`config.mk`:
```
export PLATFORM = sky130hd
export DESIGN_NAME = pcs_tx_top
export DESIGN_NICKNAME = d
export VERILOG_FILES = /design/src/rtl/pcs_tx_pkg.sv /design/src/rtl/pcs_encoder.sv /design/src/rtl/pcs_marker_slotter.sv /design/src/rtl/pcs_scrambler.sv /design/src/rtl/pcs_lane_distributor.sv /design/src/rtl/pcs_tx_top.sv
export SDC_FILE = /design/constraint.sdc
export NUM_CORES = 1
export LEC_CHECK = 0
export BUFFER_PORTS_ARGS = -buffer_cell sky130_fd_sc_hd__buf_4
export CORE_UTILIZATION = 52
export DETAILED_ROUTE_END_ITERATION = 8
export PLACE_DENSITY = 0.73
export SLEW_MARGIN = 10
export SYNTH_ARGS = -nofsm -noshare
export SYNTH_HDL_FRONTEND = slang
export SYNTH_SLANG_ARGS = --single-unit
```
`constraint.sdc`:
```
create_clock -name i_clock -period 4.1 [get_ports i_clock]
set_input_delay 1.025 -clock i_clock [delete_from_list [all_inputs] [get_ports i_clock]]
set_output_delay 1.025 -clock i_clock [all_outputs]
set_load 0.02 [all_outputs]
```
`src/rtl/pcs_tx_pkg.sv`:
```
// Transmit PCS shared definitions
package pcs_tx_pkg;

    // raw character word and coded block widths
    localparam int NB_DATA_RAW = 64;
    localparam int NB_CTRL_RAW = 8;
    localparam int NB_BLOCK    = 66;

    // sync headers, bits [1:0] of a block, bit 0 sent first
    localparam logic [1:0] SH_DATA = 2'b01;
    localparam logic [1:0] SH_CTRL = 2'b10;

    // block type field, payload byte 0 of a control block
    typedef enum logic [7:0]
    {
        BT_IDLE  = 8'h1E,
        BT_START = 8'h78,
        BT_TERM  = 8'h87
    } block_type_e;

    // error block shares the idle type, told apart by its control codes
    localparam block_type_e BT_ERROR = BT_IDLE;

    // XGMII control characters
    localparam logic [7:0] CH_IDLE  = 8'h07;
    localparam logic [7:0] CH_START = 8'hFB;
    localparam logic [7:0] CH_TERM  = 8'hFD;
    localparam logic [7:0] CH_ERROR = 8'hFE;

    // 7-bit control codes inside a control block
    localparam logic [6:0] CC_IDLE  = 7'h00;
    localparam logic [6:0] CC_ERROR = 7'h1E;

    // alignment marker payload
    // byte 0 is replaced by the lane index
    localparam logic [63:0] AM_BASE = 64'h00DE_973E_0021_68C1;

endpackage

```
`src/rtl/pcs_encoder.sv`:
```
// 64b/66b block encoder
module pcs_encoder
(
    input  wire                                     i_clock,
    input  wire                                     i_reset,
    input  wire                                     i_valid,
    input  wire  [pcs_tx_pkg::NB_DATA_RAW-1 : 0]    i_data,
    input  wire  [pcs_tx_pkg::NB_CTRL_RAW-1 : 0]    i_ctrl,
    input  wire                                     i_ready,

    output logic                                    o_ready,
    output logic [pcs_tx_pkg::NB_BLOCK-1 : 0]       o_block,
    output logic                                    o_valid
);

    typedef enum logic [2:0]
    {
        WC_DATA,
        WC_IDLE,
        WC_START,
        WC_TERM,
        WC_ERROR
    } word_class_e;

    word_class_e                                word_class;
    logic [pcs_tx_pkg::NB_CTRL_RAW-1 : 0]       idle_match;
    logic [pcs_tx_pkg::NB_BLOCK-1 : 0]          coded;
    logic                                       run;

    // one flag per byte lane carrying an idle character
    always_comb
    begin
        for (int b = 0; b < pcs_tx_pkg::NB_CTRL_RAW; b++)
        begin
            idle_match[b] = (i_data[8*b +: 8] == pcs_tx_pkg::CH_IDLE);
        end
    end

    // only lane 0 start and terminate are supported
    always_comb
    begin
        if (i_ctrl == '0)
            word_class = WC_DATA;
        else if (i_ctrl == '1 && &idle_match)
            word_class = WC_IDLE;
        else if (i_ctrl == 8'h01 && i_data[7:0] == pcs_tx_pkg::CH_START)
            word_class = WC_START;
        else if (i_ctrl == '1 && i_data[7:0] == pcs_tx_pkg::CH_TERM && &idle_match[7:1])
            word_class = WC_TERM;
        else
            word_class = WC_ERROR;
    end

    always_comb
    begin
        case (word_class)
            WC_DATA:
                coded = {i_data, pcs_tx_pkg::SH_DATA};
            WC_IDLE:
                coded = {{8{pcs_tx_pkg::CC_IDLE}}, pcs_tx_pkg::BT_IDLE, pcs_tx_pkg::SH_CTRL};
            WC_START:
                coded = {i_data[63:8], pcs_tx_pkg::BT_START, pcs_tx_pkg::SH_CTRL};
            // seven reserved bits follow the type field
            WC_TERM:
                coded = {{7{pcs_tx_pkg::CC_IDLE}}, 7'b0, pcs_tx_pkg::BT_TERM,
                         pcs_tx_pkg::SH_CTRL};
            default:
                coded = {{8{pcs_tx_pkg::CC_ERROR}}, pcs_tx_pkg::BT_ERROR, pcs_tx_pkg::SH_CTRL};
        endcase
    end

    // accept when the register is empty or drains this cycle
    assign o_ready = run && (!o_valid || i_ready);

    always_ff @(posedge i_clock)
    begin
        if (i_reset)
        begin
            run     <= 1'b0;
            o_valid <= 1'b0;
        end
        else
        begin
            run <= 1'b1;
            if (o_ready)
                o_valid <= i_valid;
        end
    end

    // block held while the slotter stalls
    always_ff @(posedge i_clock)
    begin
        if (o_ready && i_valid)
            o_block <= coded;
    end

endmodule

```
`src/rtl/pcs_marker_slotter.sv`:
```
// Alignment marker slot insertion
module pcs_marker_slotter
#(
    parameter int   N_LANES     = 4,
    parameter int   AM_PERIOD   = 4
)
(
    input  wire                                     i_clock,
    input  wire                                     i_reset,
    input  wire  [pcs_tx_pkg::NB_BLOCK-1 : 0]       i_block,
    input  wire                                     i_valid,

    output logic                                    o_ready,
    output logic [pcs_tx_pkg::NB_BLOCK-1 : 0]       o_block,
    output logic                                    o_tag,
    output logic                                    o_valid
);

    localparam int DATA_BLOCKS = AM_PERIOD * N_LANES;
    localparam int CNT_W       = $clog2(DATA_BLOCKS + 1);

    typedef enum logic
    {
        ST_MARKER,
        ST_DATA
    } slot_state_e;

    slot_state_e            state;
    logic [CNT_W-1 : 0]     count;
    logic                   take;
    logic                   step;
    logic                   last;

    // input is only drained in the data phase
    assign o_ready = (state == ST_DATA);
    assign take    = o_ready && i_valid;

    // every marker cycle emits a slot, data cycles need a block
    assign step = (state == ST_MARKER) || take;

    always_comb
    begin
        if (state == ST_MARKER)
            last = (count == CNT_W'(N_LANES - 1));
        else
            last = (count == CNT_W'(DATA_BLOCKS - 1));
    end

    always_ff @(posedge i_clock)
    begin
        if (i_reset)
        begin
            state   <= ST_MARKER;
            count   <= '0;
            o_valid <= 1'b0;
            o_tag   <= 1'b0;
        end
        else
        begin
            o_valid <= step;
            o_tag   <= (state == ST_MARKER);
            if (step)
            begin
                if (last)
                begin
                    count <= '0;
                    state <= (state == ST_MARKER) ? ST_DATA : ST_MARKER;
                end
                else
                    count <= count + 1'b1;
            end
        end
    end

    // empty slot, the distributor fills in the marker
    always_ff @(posedge i_clock)
    begin
        if (step)
            o_block <= (state == ST_MARKER) ? '0 : i_block;
    end

endmodule

```
`src/rtl/pcs_scrambler.sv`:
```
// Self-synchronous payload scrambler
module pcs_scrambler
#(
    parameter logic [57:0]  SEED    = {58{1'b1}}
)
(
    input  wire                                     i_clock,
    input  wire                                     i_reset,
    input  wire  [pcs_tx_pkg::NB_BLOCK-1 : 0]       i_block,
    input  wire                                     i_tag,
    input  wire                                     i_valid,
    input  wire                                     i_bypass,

    output logic [pcs_tx_pkg::NB_BLOCK-1 : 0]       o_block,
    output logic                                    o_tag,
    output logic                                    o_valid
);

    localparam int NB_SCR     = 58;
    localparam int NB_PAYLOAD = pcs_tx_pkg::NB_BLOCK - 2;

    // 1 + x^39 + x^58
    localparam int TAP_A = 38;
    localparam int TAP_B = 57;

    logic [NB_SCR-1 : 0]        state;
    logic [NB_SCR-1 : 0]        state_next;
    logic [NB_PAYLOAD-1 : 0]    payload_in;
    logic [NB_PAYLOAD-1 : 0]    scr_payload;
    logic                       pass;

    assign payload_in = i_block[pcs_tx_pkg::NB_BLOCK-1 : 2];

    // markers and bypass leave the block untouched
    assign pass = i_tag || i_bypass;

    // bit 0 first, each scrambled bit feeds back into the state
    always_comb
    begin
        state_next = state;
        for (int i = 0; i < NB_PAYLOAD; i++)
        begin
            scr_payload[i] = payload_in[i] ^ state_next[TAP_A] ^ state_next[TAP_B];
            state_next     = {state_next[NB_SCR-2 : 0], scr_payload[i]};
        end
    end

    // state still runs in bypass so it stays aligned with the stream
    always_ff @(posedge i_clock)
    begin
        if (i_reset)
            state <= SEED;
        else if (i_valid && !i_tag)
            state <= state_next;
    end

    always_ff @(posedge i_clock)
    begin
        if (i_reset)
        begin
            o_valid <= 1'b0;
            o_tag   <= 1'b0;
        end
        else
        begin
            o_valid <= i_valid;
            o_tag   <= i_valid && i_tag;
        end
    end

    // sync header always passes in the clear
    always_ff @(posedge i_clock)
    begin
        if (i_valid)
            o_block <= pass ? i_block : {scr_payload, i_block[1:0]};
    end

endmodule

```
`src/rtl/pcs_lane_distributor.sv`:
```
// Round-robin lane distributor with marker fill
module pcs_lane_distributor
#(
    parameter int   N_LANES     = 4
)
(
    input  wire                                             i_clock,
    input  wire                                             i_reset,
    input  wire  [pcs_tx_pkg::NB_BLOCK-1 : 0]               i_block,
    input  wire                                             i_tag,
    input  wire                                             i_valid,

    output logic [(pcs_tx_pkg::NB_BLOCK*N_LANES)-1 : 0]     o_row,
    output logic                                            o_row_valid,
    output logic                                            o_row_is_marker
);

    localparam int LANE_W = (N_LANES > 1) ? $clog2(N_LANES) : 1;

    logic [LANE_W-1 : 0]                    lane;
    logic                                   last_lane;
    logic [pcs_tx_pkg::NB_BLOCK-1 : 0]      marker;
    logic [pcs_tx_pkg::NB_BLOCK-1 : 0]      lane_block;
    logic                                   tag_acc;
    logic                                   row_tag;

    assign last_lane = (lane == LANE_W'(N_LANES - 1));

    // lane index goes into marker byte 0
    assign marker = {pcs_tx_pkg::AM_BASE[63:8], 8'(lane), pcs_tx_pkg::SH_CTRL};

    assign lane_block = i_tag ? marker : i_block;

    // true while every slot of the row so far was tagged
    assign row_tag = i_tag && ((lane == '0) || tag_acc);

    always_ff @(posedge i_clock)
    begin
        if (i_reset)
        begin
            lane            <= '0;
            tag_acc         <= 1'b0;
            o_row_valid     <= 1'b0;
            o_row_is_marker <= 1'b0;
        end
        else
        begin
            o_row_valid <= i_valid && last_lane;
            if (i_valid)
            begin
                lane    <= last_lane ? '0 : lane + 1'b1;
                tag_acc <= row_tag;
                if (last_lane)
                    o_row_is_marker <= row_tag;
            end
        end
    end

    // lane 0 in the low bits
    always_ff @(posedge i_clock)
    begin
        if (i_valid)
            o_row[lane*pcs_tx_pkg::NB_BLOCK +: pcs_tx_pkg::NB_BLOCK] <= lane_block;
    end

endmodule

```
`src/rtl/pcs_tx_top.sv`:
```
// Multi-lane 64b/66b transmit PCS
module pcs_tx_top
#(
    parameter int           N_LANES     = 4,
    parameter int           AM_PERIOD   = 4,
    parameter logic [57:0]  SEED        = {58{1'b1}}
)
(
    input  wire                                             i_clock,
    input  wire                                             i_reset,
    input  wire                                             i_valid,
    input  wire  [pcs_tx_pkg::NB_DATA_RAW-1 : 0]            i_data,
    input  wire  [pcs_tx_pkg::NB_CTRL_RAW-1 : 0]            i_ctrl,
    input  wire                                             i_bypass,

    output wire                                             o_ready,
    output wire  [(pcs_tx_pkg::NB_BLOCK*N_LANES)-1 : 0]     o_row,
    output wire                                             o_row_valid,
    output wire                                             o_row_is_marker
);

    // encoder to slotter
    wire [pcs_tx_pkg::NB_BLOCK-1 : 0]   enc_block;
    wire                                enc_valid;
    wire                                slot_ready;

    // slotter to scrambler
    wire [pcs_tx_pkg::NB_BLOCK-1 : 0]   slot_block;
    wire                                slot_tag;
    wire                                slot_valid;

    // scrambler to distributor
    wire [pcs_tx_pkg::NB_BLOCK-1 : 0]   scr_block;
    wire                                scr_tag;
    wire                                scr_valid;

    pcs_encoder
    u_encoder
    (
        .i_clock    (i_clock),
        .i_reset    (i_reset),
        .i_valid    (i_valid),
        .i_data     (i_data),
        .i_ctrl     (i_ctrl),
        .i_ready    (slot_ready),
        .o_ready    (o_ready),
        .o_block    (enc_block),
        .o_valid    (enc_valid)
    );

    pcs_marker_slotter
    #(
        .N_LANES    (N_LANES),
        .AM_PERIOD  (AM_PERIOD)
    )
    u_slotter
    (
        .i_clock    (i_clock),
        .i_reset    (i_reset),
        .i_block    (enc_block),
        .i_valid    (enc_valid),
        .o_ready    (slot_ready),
        .o_block    (slot_block),
        .o_tag      (slot_tag),
        .o_valid    (slot_valid)
    );

    pcs_scrambler
    #(
        .SEED       (SEED)
    )
    u_scrambler
    (
        .i_clock    (i_clock),
        .i_reset    (i_reset),
        .i_block    (slot_block),
        .i_tag      (slot_tag),
        .i_valid    (slot_valid),
        .i_bypass   (i_bypass),
        .o_block    (scr_block),
        .o_tag      (scr_tag),
        .o_valid    (scr_valid)
    );

    pcs_lane_distributor
    #(
        .N_LANES    (N_LANES)
    )
    u_distributor
    (
        .i_clock            (i_clock),
        .i_reset            (i_reset),
        .i_block            (scr_block),
        .i_tag              (scr_tag),
        .i_valid            (scr_valid),
        .o_row              (o_row),
        .o_row_valid        (o_row_valid),
        .o_row_is_marker    (o_row_is_marker)
    );

endmodule

```
==> impl_metrics.csv, run 1 <==
group,metric,value,unit
cts,h-tree-depth,2,
route,ant_nets,0,
route,wl,66.4,mm
route,route.detailed.drc,0,
global_routing,antenna_found_initial,0,
yosys,synthFlopType,"edfxtp_1",
timing,worst_pin_slew,1240,ps
global_routing,track_usage,27.7,%
floorplan,initial_core_util,53.0,%
critical_path,startpoint_type,"flip-flop",
timing,skew,9.70,ps
place,dpl.cell_count,2760,
cells_and_area,layout-drive-gt1-share,22.6,%
power,peakVddDrop,0.369,mV
cts,cts_buffer_depth,3,
timing,slew_headroom,16.3,%
timing,hold_violations,0,
cells_and_area,fill_cells,3445,
power,internal-power,0.0108,W
place,numPortBuffers,342,
critical_path,r2r_cells,6,
route,dr.pass1.iters,7,
cts,clock_sink_count,537,
cts,numCtsBuffers,52,
cells_and_area,final_cells,2853,
cells_and_area,fin_util,63.2,%
critical_path,reg2reg_setup_slack,980,ps
power,switchingPower,0.00478,W
power,seqPwrFrac,47.4,%
timing,rsz0062_at_grt,"no",
yosys,syn-num-nets,1998,
yosys,synth_seq_cells,537,
critical_path,critPathArrivalTime,3420,ps
yosys,synth_edf_count,462,
power,combPwrFrac,23.6,%
route,vias,16465,
place,globalplace.congestion,0.928,
power,power,0.0156,W
cts,postCtsHoldBufs,0,
cts,worst_setup_hold_path_clk_slew,60,ps
critical_path,worstPathMaxFanout,58,
cts,post-cts-setup-buffers,0,
floorplan,num_rows,78,
yosys,ys_seq_area_share,63.6,%
timing,tns,0,ps
global_routing,grt_max_degree,117,
cells_and_area,final_cell_mix,"462 x edfxtp_1, 368 x buf_4, 219 x nor2_1",
cells_and_area,antenna_cells,0,
yosys,yosysUniqueCellTypes,69,
run_status,status,"finished clean",
route,wl_per_cell,23.3,microns
floorplan,ios,343,
power,leakage,10.5,nW
run,drv_cap,0,
hold_path,hold_path.class,"flip-flop to flip-flop",
cts,cts-root-buf,"clkbuf_16",
power,power_density,542,nW/um^2
critical_path,critPathLaunch,"u_distributor.lane[0]$_SDFFE_PP0P_",
cts,cts_resized,0,
timing,slew_violations,0,
cts,cts_tree,"done",
cells_and_area,area_growth,19.3,%
floorplan,die_y,218,microns
yosys,yosysWarnings,0,
cts,clk_latency,590,ps
global_routing,grt_pass1_vias,15487,
timing,final.min_clock_period,3120,ps
power,swShare,30.6,%
yosys,syn_area,24200,sq um
yosys,syn_area_per_cell,12.6,sq um
critical_path,end_kind,"flip-flop",
yosys,synthArstFlopShare,0,%
global_routing,grt_remaining_overflow,0,
timing,fin_crit_sh,76.1,%
floorplan,die_w,218,microns
cells_and_area,final_nets,2297,
critical_path,timing.rr.end,"u_distributor.o_row[214]$_DFFE_PP_",
yosys,postSynthCellCount,1915,
critical_path,worstPathRequired,4400,ps
global_routing,grt_first_pass_wirelength,97.1,mm
timing,finalSetupViolations,0,
place,dp_hpwl,48.8,mm
route,drt_iter0_drc,1789,
route,vias_per_cell,5.77,
critical_path,reg2reg_from,"u_distributor.lane[0]$_SDFFE_PP0P_",
critical_path,worstSetupEndpoint,"u_distributor.o_row[214]$_DFFE_PP_",
timing,fmax,321,MHz
floorplan,die_area,47300,sq um
cells_and_area,final_common_cell,"edfxtp_1",
floorplan,core-area,45600,sq um
power,pwr-share-clk,29.0,%
critical_path,path_class,"flip-flop to flip-flop",
==> cells in the mapped netlist, drive strengths merged (3+ instances only) <==
cell type	n	area [sq um]
a211o	3	26.3
a211oi	10	75.1
a21o	5	37.5
a21oi	58	290
a22oi	9	67.6
a2bb2oi	33	352
a31oi	3	18.8
and2	96	601
and4b	5	50.1
buf	47	298
clkbuf	81	304
clkinv	3	11.3
dfxtp	75	1500
edfxtp	462	13900
ha	7	87.6
inv	12	45.0
mux2	11	124
mux2i	53	531
mux4	11	248
nand2	146	548
nand2b	23	144
nand3	14	70.1
nand3b	9	67.6
nand4	5	31.3
nor2	222	836
nor2b	6	37.5
nor3	52	265
nor3b	3	22.5
nor4	5	46.3
nor4b	6	65.1
o211ai	43	323
o21ai	91	455
o21bai	8	60.1
o22ai	44	275
o31ai	3	27.5
o32ai	6	52.6
or2	10	62.6
or3	5	31.3
or3b	4	35.0
xnor2	144	1260
xnor3	13	293
xor2	51	447
==> critical path, stage by stage, from the launching register on <==
cell and delay [ps]:
dfxtp_4 360, inv_2 290, ha_2 630, buf_4 460
or3_2 270, buf_4 580, nor2_1 150
==> cells by family after synthesis <==
kind of cell             synth area share, %
buffers and inverters                   2.72
AO/OA/AOI/OAI                           9.05
flip-flops                              63.6
XOR/XNOR                                8.28
multiplexers                            3.73
AND/OR/NAND/NOR                         12.2
adder cells (fa/ha/maj)                0.362
==> stage by stage <==
| stage | setup slack [ps] | cell area (sq um) | hold slack, ps |
|---|---|---|---|
| floorplan | 675 | 24200 | 400 |
| CTS | 1030 | 28800 | 428 |
| global route | 893 | 28800 | 434 |
| finish | 980 | 28800 | 426 |
| global placement | 1150 | 27200 | 413 |
| detailed placement | 1060 | 27200 | 416 |
==> worst min path at each step <==
| stage | from | end | cells after the start |
|---|---|---|---|
| after global placement | u_slotter.o_block[0]$_SDFFCE_PN0N_ | u_scrambler.o_block[0]$_DFFE_PP_ | 0 |
| final | u_slotter.o_block[0]$_SDFFCE_PN0N_ | u_scrambler.o_block[0]$_DFFE_PP_ | 0 |
| after global routing | u_slotter.o_block[0]$_SDFFCE_PN0N_ | u_scrambler.o_block[0]$_DFFE_PP_ | 0 |
| after CTS | u_slotter.o_block[0]$_SDFFCE_PN0N_ | u_scrambler.o_block[0]$_DFFE_PP_ | 0 |
| after floorplan | u_slotter.o_block[0]$_SDFFCE_PN0N_ | u_scrambler.o_block[0]$_DFFE_PP_ | 0 |
| after detailed placement | u_slotter.o_block[0]$_SDFFCE_PN0N_ | u_scrambler.o_block[0]$_DFFE_PP_ | 0 |
==> final cells by class <==
class                   instances  area, sq um  area share, %
clock buffers                  67         1400           4.85
clock inverters                26          205          0.712
inverters                      15         56.3          0.195
multi-input cells            1235         8170           28.3
flip-flops and latches        537        15400           53.4
well taps                     600          751           2.60
repair buffers                373         2860           9.93
==> layer usage <==
metal | GRT usage, % | share of wire (%) | vias up
met4 | 11.0 | 4.2 | 0
met1 | 36.4 | 40 | 7887
met2 | 45.5 | 48 | 905
met5 | 0 | 0 | -
met3 | 4.98 | 8.4 | 144
li1 | - | - | 7529
==> flip-flops by register name, summed over array words and instances, names as in the netlist, 2 cells and up <==
name and count:
u_scrambler.state 58, u_distributor.lane 2, u_encoder.o_block 66, u_distributor.o_row 264, u_slotter.o_block 66, u_scrambler.o_block 66
u_slotter.count 5
==> power by group through the flow <==
stage	clock network [W]	registers, W	logic [W]
finish	0.00454	0.00740	0.00368
global route	0.00479	0.00746	0.00393
CTS	0.00459	0.00739	0.00365
detailed placement	0	0.00751	0.00362
global placement	0	0.00748	0.00358
floorplan	0	0.00736	0.00242
Power figures use the tool's default switching activity.
==> inputs of run 2 (changes only) <==
CORE_UTILIZATION = 58   (was 52)
PLACE_DENSITY = 0.78   (was 0.73)
clock period = 3.2 ns   (was 4.1 ns; I/O delays follow)
==> run 2 against run 1 <==
Net effect:
- final area grew 1.4%
- largest cell class unchanged
- sequential power grew 28%
- combinational power grew 30%
==> impl_metrics.csv, run 2 (synthesized netlist as in run 1, its figures left out) <==
group,metric,value,unit
cts,cts-root-buf,"clkbuf_16",
critical_path,worstPathRequired,3490,ps
floorplan,ios,343,
cells_and_area,final_common_cell,"edfxtp_1",
critical_path,critPathLaunch,"u_distributor.lane[1]$_SDFFE_PP0P_",
route,ant_nets,0,
timing,final.min_clock_period,2600,ps
timing,fmax,384,MHz
floorplan,initial_core_util,59.0,%
route,wl_per_cell,23.7,microns
floorplan,num_rows,74,
route,dr.pass1.iters,6,
cells_and_area,top_register,"u_distributor.o_row",
timing,slew_headroom,45.7,%
global_routing,grt_first_pass_wirelength,97.4,mm
timing,skew,19.5,ps
cts,numCtsBuffers,51,
route,wl,66.9,mm
critical_path,startpoint_type,"flip-flop",
cells_and_area,final_cells,2826,
cts,cts_tree,"done",
timing,rsz0062_at_grt,"no",
hold_path,hold_path.class,"flip-flop to flip-flop",
critical_path,reg2reg_setup_slack,600,ps
cts,post-cts-setup-buffers,0,
route,vias_per_cell,5.89,
critical_path,reg2reg_from,"u_distributor.lane[1]$_SDFFE_PP0P_",
cts,worst_setup_hold_path_clk_slew,70,ps
cells_and_area,area_growth,20.9,%
cts,h-tree-depth,2,
global_routing,grt_max_degree,113,
route,vias,16642,
global_routing,grt_pass1_vias,15662,
global_routing,track_usage,31.4,%
critical_path,end_kind,"flip-flop",
route,drt_iter0_drc,1709,
global_routing,busiest_layer,"met2",
place,pre_cts_ws,509,ps
power,power,0.0204,W
floorplan,die_area,42500,sq um
place,dpl.cell_count,2732,
critical_path,critPathArrivalTime,2890,ps
cells_and_area,final_cell_mix,"462 x edfxtp_1, 400 x buf_4, 219 x nor2_1",
global_routing,grt_remaining_overflow,0,
cts,cts_resized,0,
cts,postCtsHoldBufs,0,
floorplan,die_w,206,microns
run,drv_cap,0,
cells_and_area,largest_reg_flops,264,
cts,clk_latency,590,ps
cells_and_area,layout-drive-gt1-share,24.0,%
cts,cts_buffer_depth,3,
cells_and_area,final_nets,2336,
global_routing,grt.met2_usage,52.7,%
power,peakVddDrop,0.465,mV
run_status,status,"finished clean",
place,globalplace.congestion,0.946,
place,dp_hpwl,50.2,mm
global_routing,grt_use_met3,4.27,%
timing,tns,0,ps
timing,slew_violations,0,
critical_path,r2r_cells,6,
timing,hold_violations,0,
timing,worst_pin_slew,815,ps
critical_path,worstSetupEndpoint,"u_distributor.o_row[52]$_DFFE_PP_",
cts,clock_sink_count,537,
timing,setup_slack,597,ps
timing,finalSetupViolations,0,
global_routing,grt.met1_usage,41.3,%
global_routing,antenna_found_initial,0,
critical_path,worstPathMaxFanout,18,
power,leakage,10.8,nW
power,power_density,697,nW/um^2
place,numPortBuffers,342,
timing,fin_crit_sh,81.4,%
critical_path,path_class,"flip-flop to flip-flop",
cells_and_area,antenna_cells,0,
route,route.detailed.drc,0,
floorplan,die_y,206,microns
critical_path,timing.rr.end,"u_distributor.o_row[52]$_DFFE_PP_",
floorplan,core-area,40900,sq um
run 2: area by class of cell:
cell class | instances | area (sq um)
inverters | 15 | 56.3
fillers | 2815 | 11700
clock inverters | 25 | 259
multi-input cells | 1235 | 8170
repair buffers | 413 | 3260
well taps | 532 | 666
clock buffers | 69 | 1430
flip-flops and latches | 537 | 15400
run 2: worst min path at each step:
stage | start | endpoint | depth (start not counted)
6_report | u_slotter.o_block[1]$_SDFFCE_PN0N_ | u_scrambler.o_block[1]$_DFFE_PP_ | 0
5_1_grt | u_slotter.o_block[1]$_SDFFCE_PN0N_ | u_scrambler.o_block[1]$_DFFE_PP_ | 0
3_3_place_gp | u_slotter.o_block[1]$_SDFFCE_PN0N_ | u_scrambler.o_block[1]$_DFFE_PP_ | 0
2_1_floorplan | u_slotter.o_block[0]$_SDFFCE_PN0N_ | u_scrambler.o_block[0]$_DFFE_PP_ | 0
4_1_cts | u_slotter.o_block[1]$_SDFFCE_PN0N_ | u_scrambler.o_block[1]$_DFFE_PP_ | 0
3_5_place_dp | u_slotter.o_block[1]$_SDFFCE_PN0N_ | u_scrambler.o_block[1]$_DFFE_PP_ | 0
run 2: power by group:
group | leakage (nW) | switching [W] | total [W] | internal (W)
Combinational | 4.66 | 0.00279 | 0.00480 | 0.00201
Clock | 0.818 | 0.00255 | 0.00608 | 0.00353
Sequential | 5.29 | 0.000827 | 0.00949 | 0.00866
Total | 10.8 | 0.00616 | 0.0204 | 0.0142
run 2: per-layer routing:
| layer | vias to the layer above | wire length [microns] |
|---|---|---|
| met4 | 0 | 2790 |
| met2 | 894 | 33000 |
| met1 | 8019 | 26100 |
| met5 | - | 0 |
| li1 | 7600 | - |
| met3 | 129 | 5020 |
run 2: critical path, stage by stage, from the launching register on:
cell	delay (ps)
dfxtp_1	330
inv_1	80
ha_2	620
inv_2	290
buf_4	250
a21oi_1	510
o32ai_1	210
run 2: stage by stage:
stage | hold WS (ps) | utilization, % | cell area [sq um]
floorplan | 400 | - | 24200
global placement | 413 | 67.3 | 27500
detailed placement | 420 | 67.3 | 27500
CTS | 436 | 71.4 | 29200
global route | 438 | 71.4 | 29200
finish | 434 | 71.4 | 29200
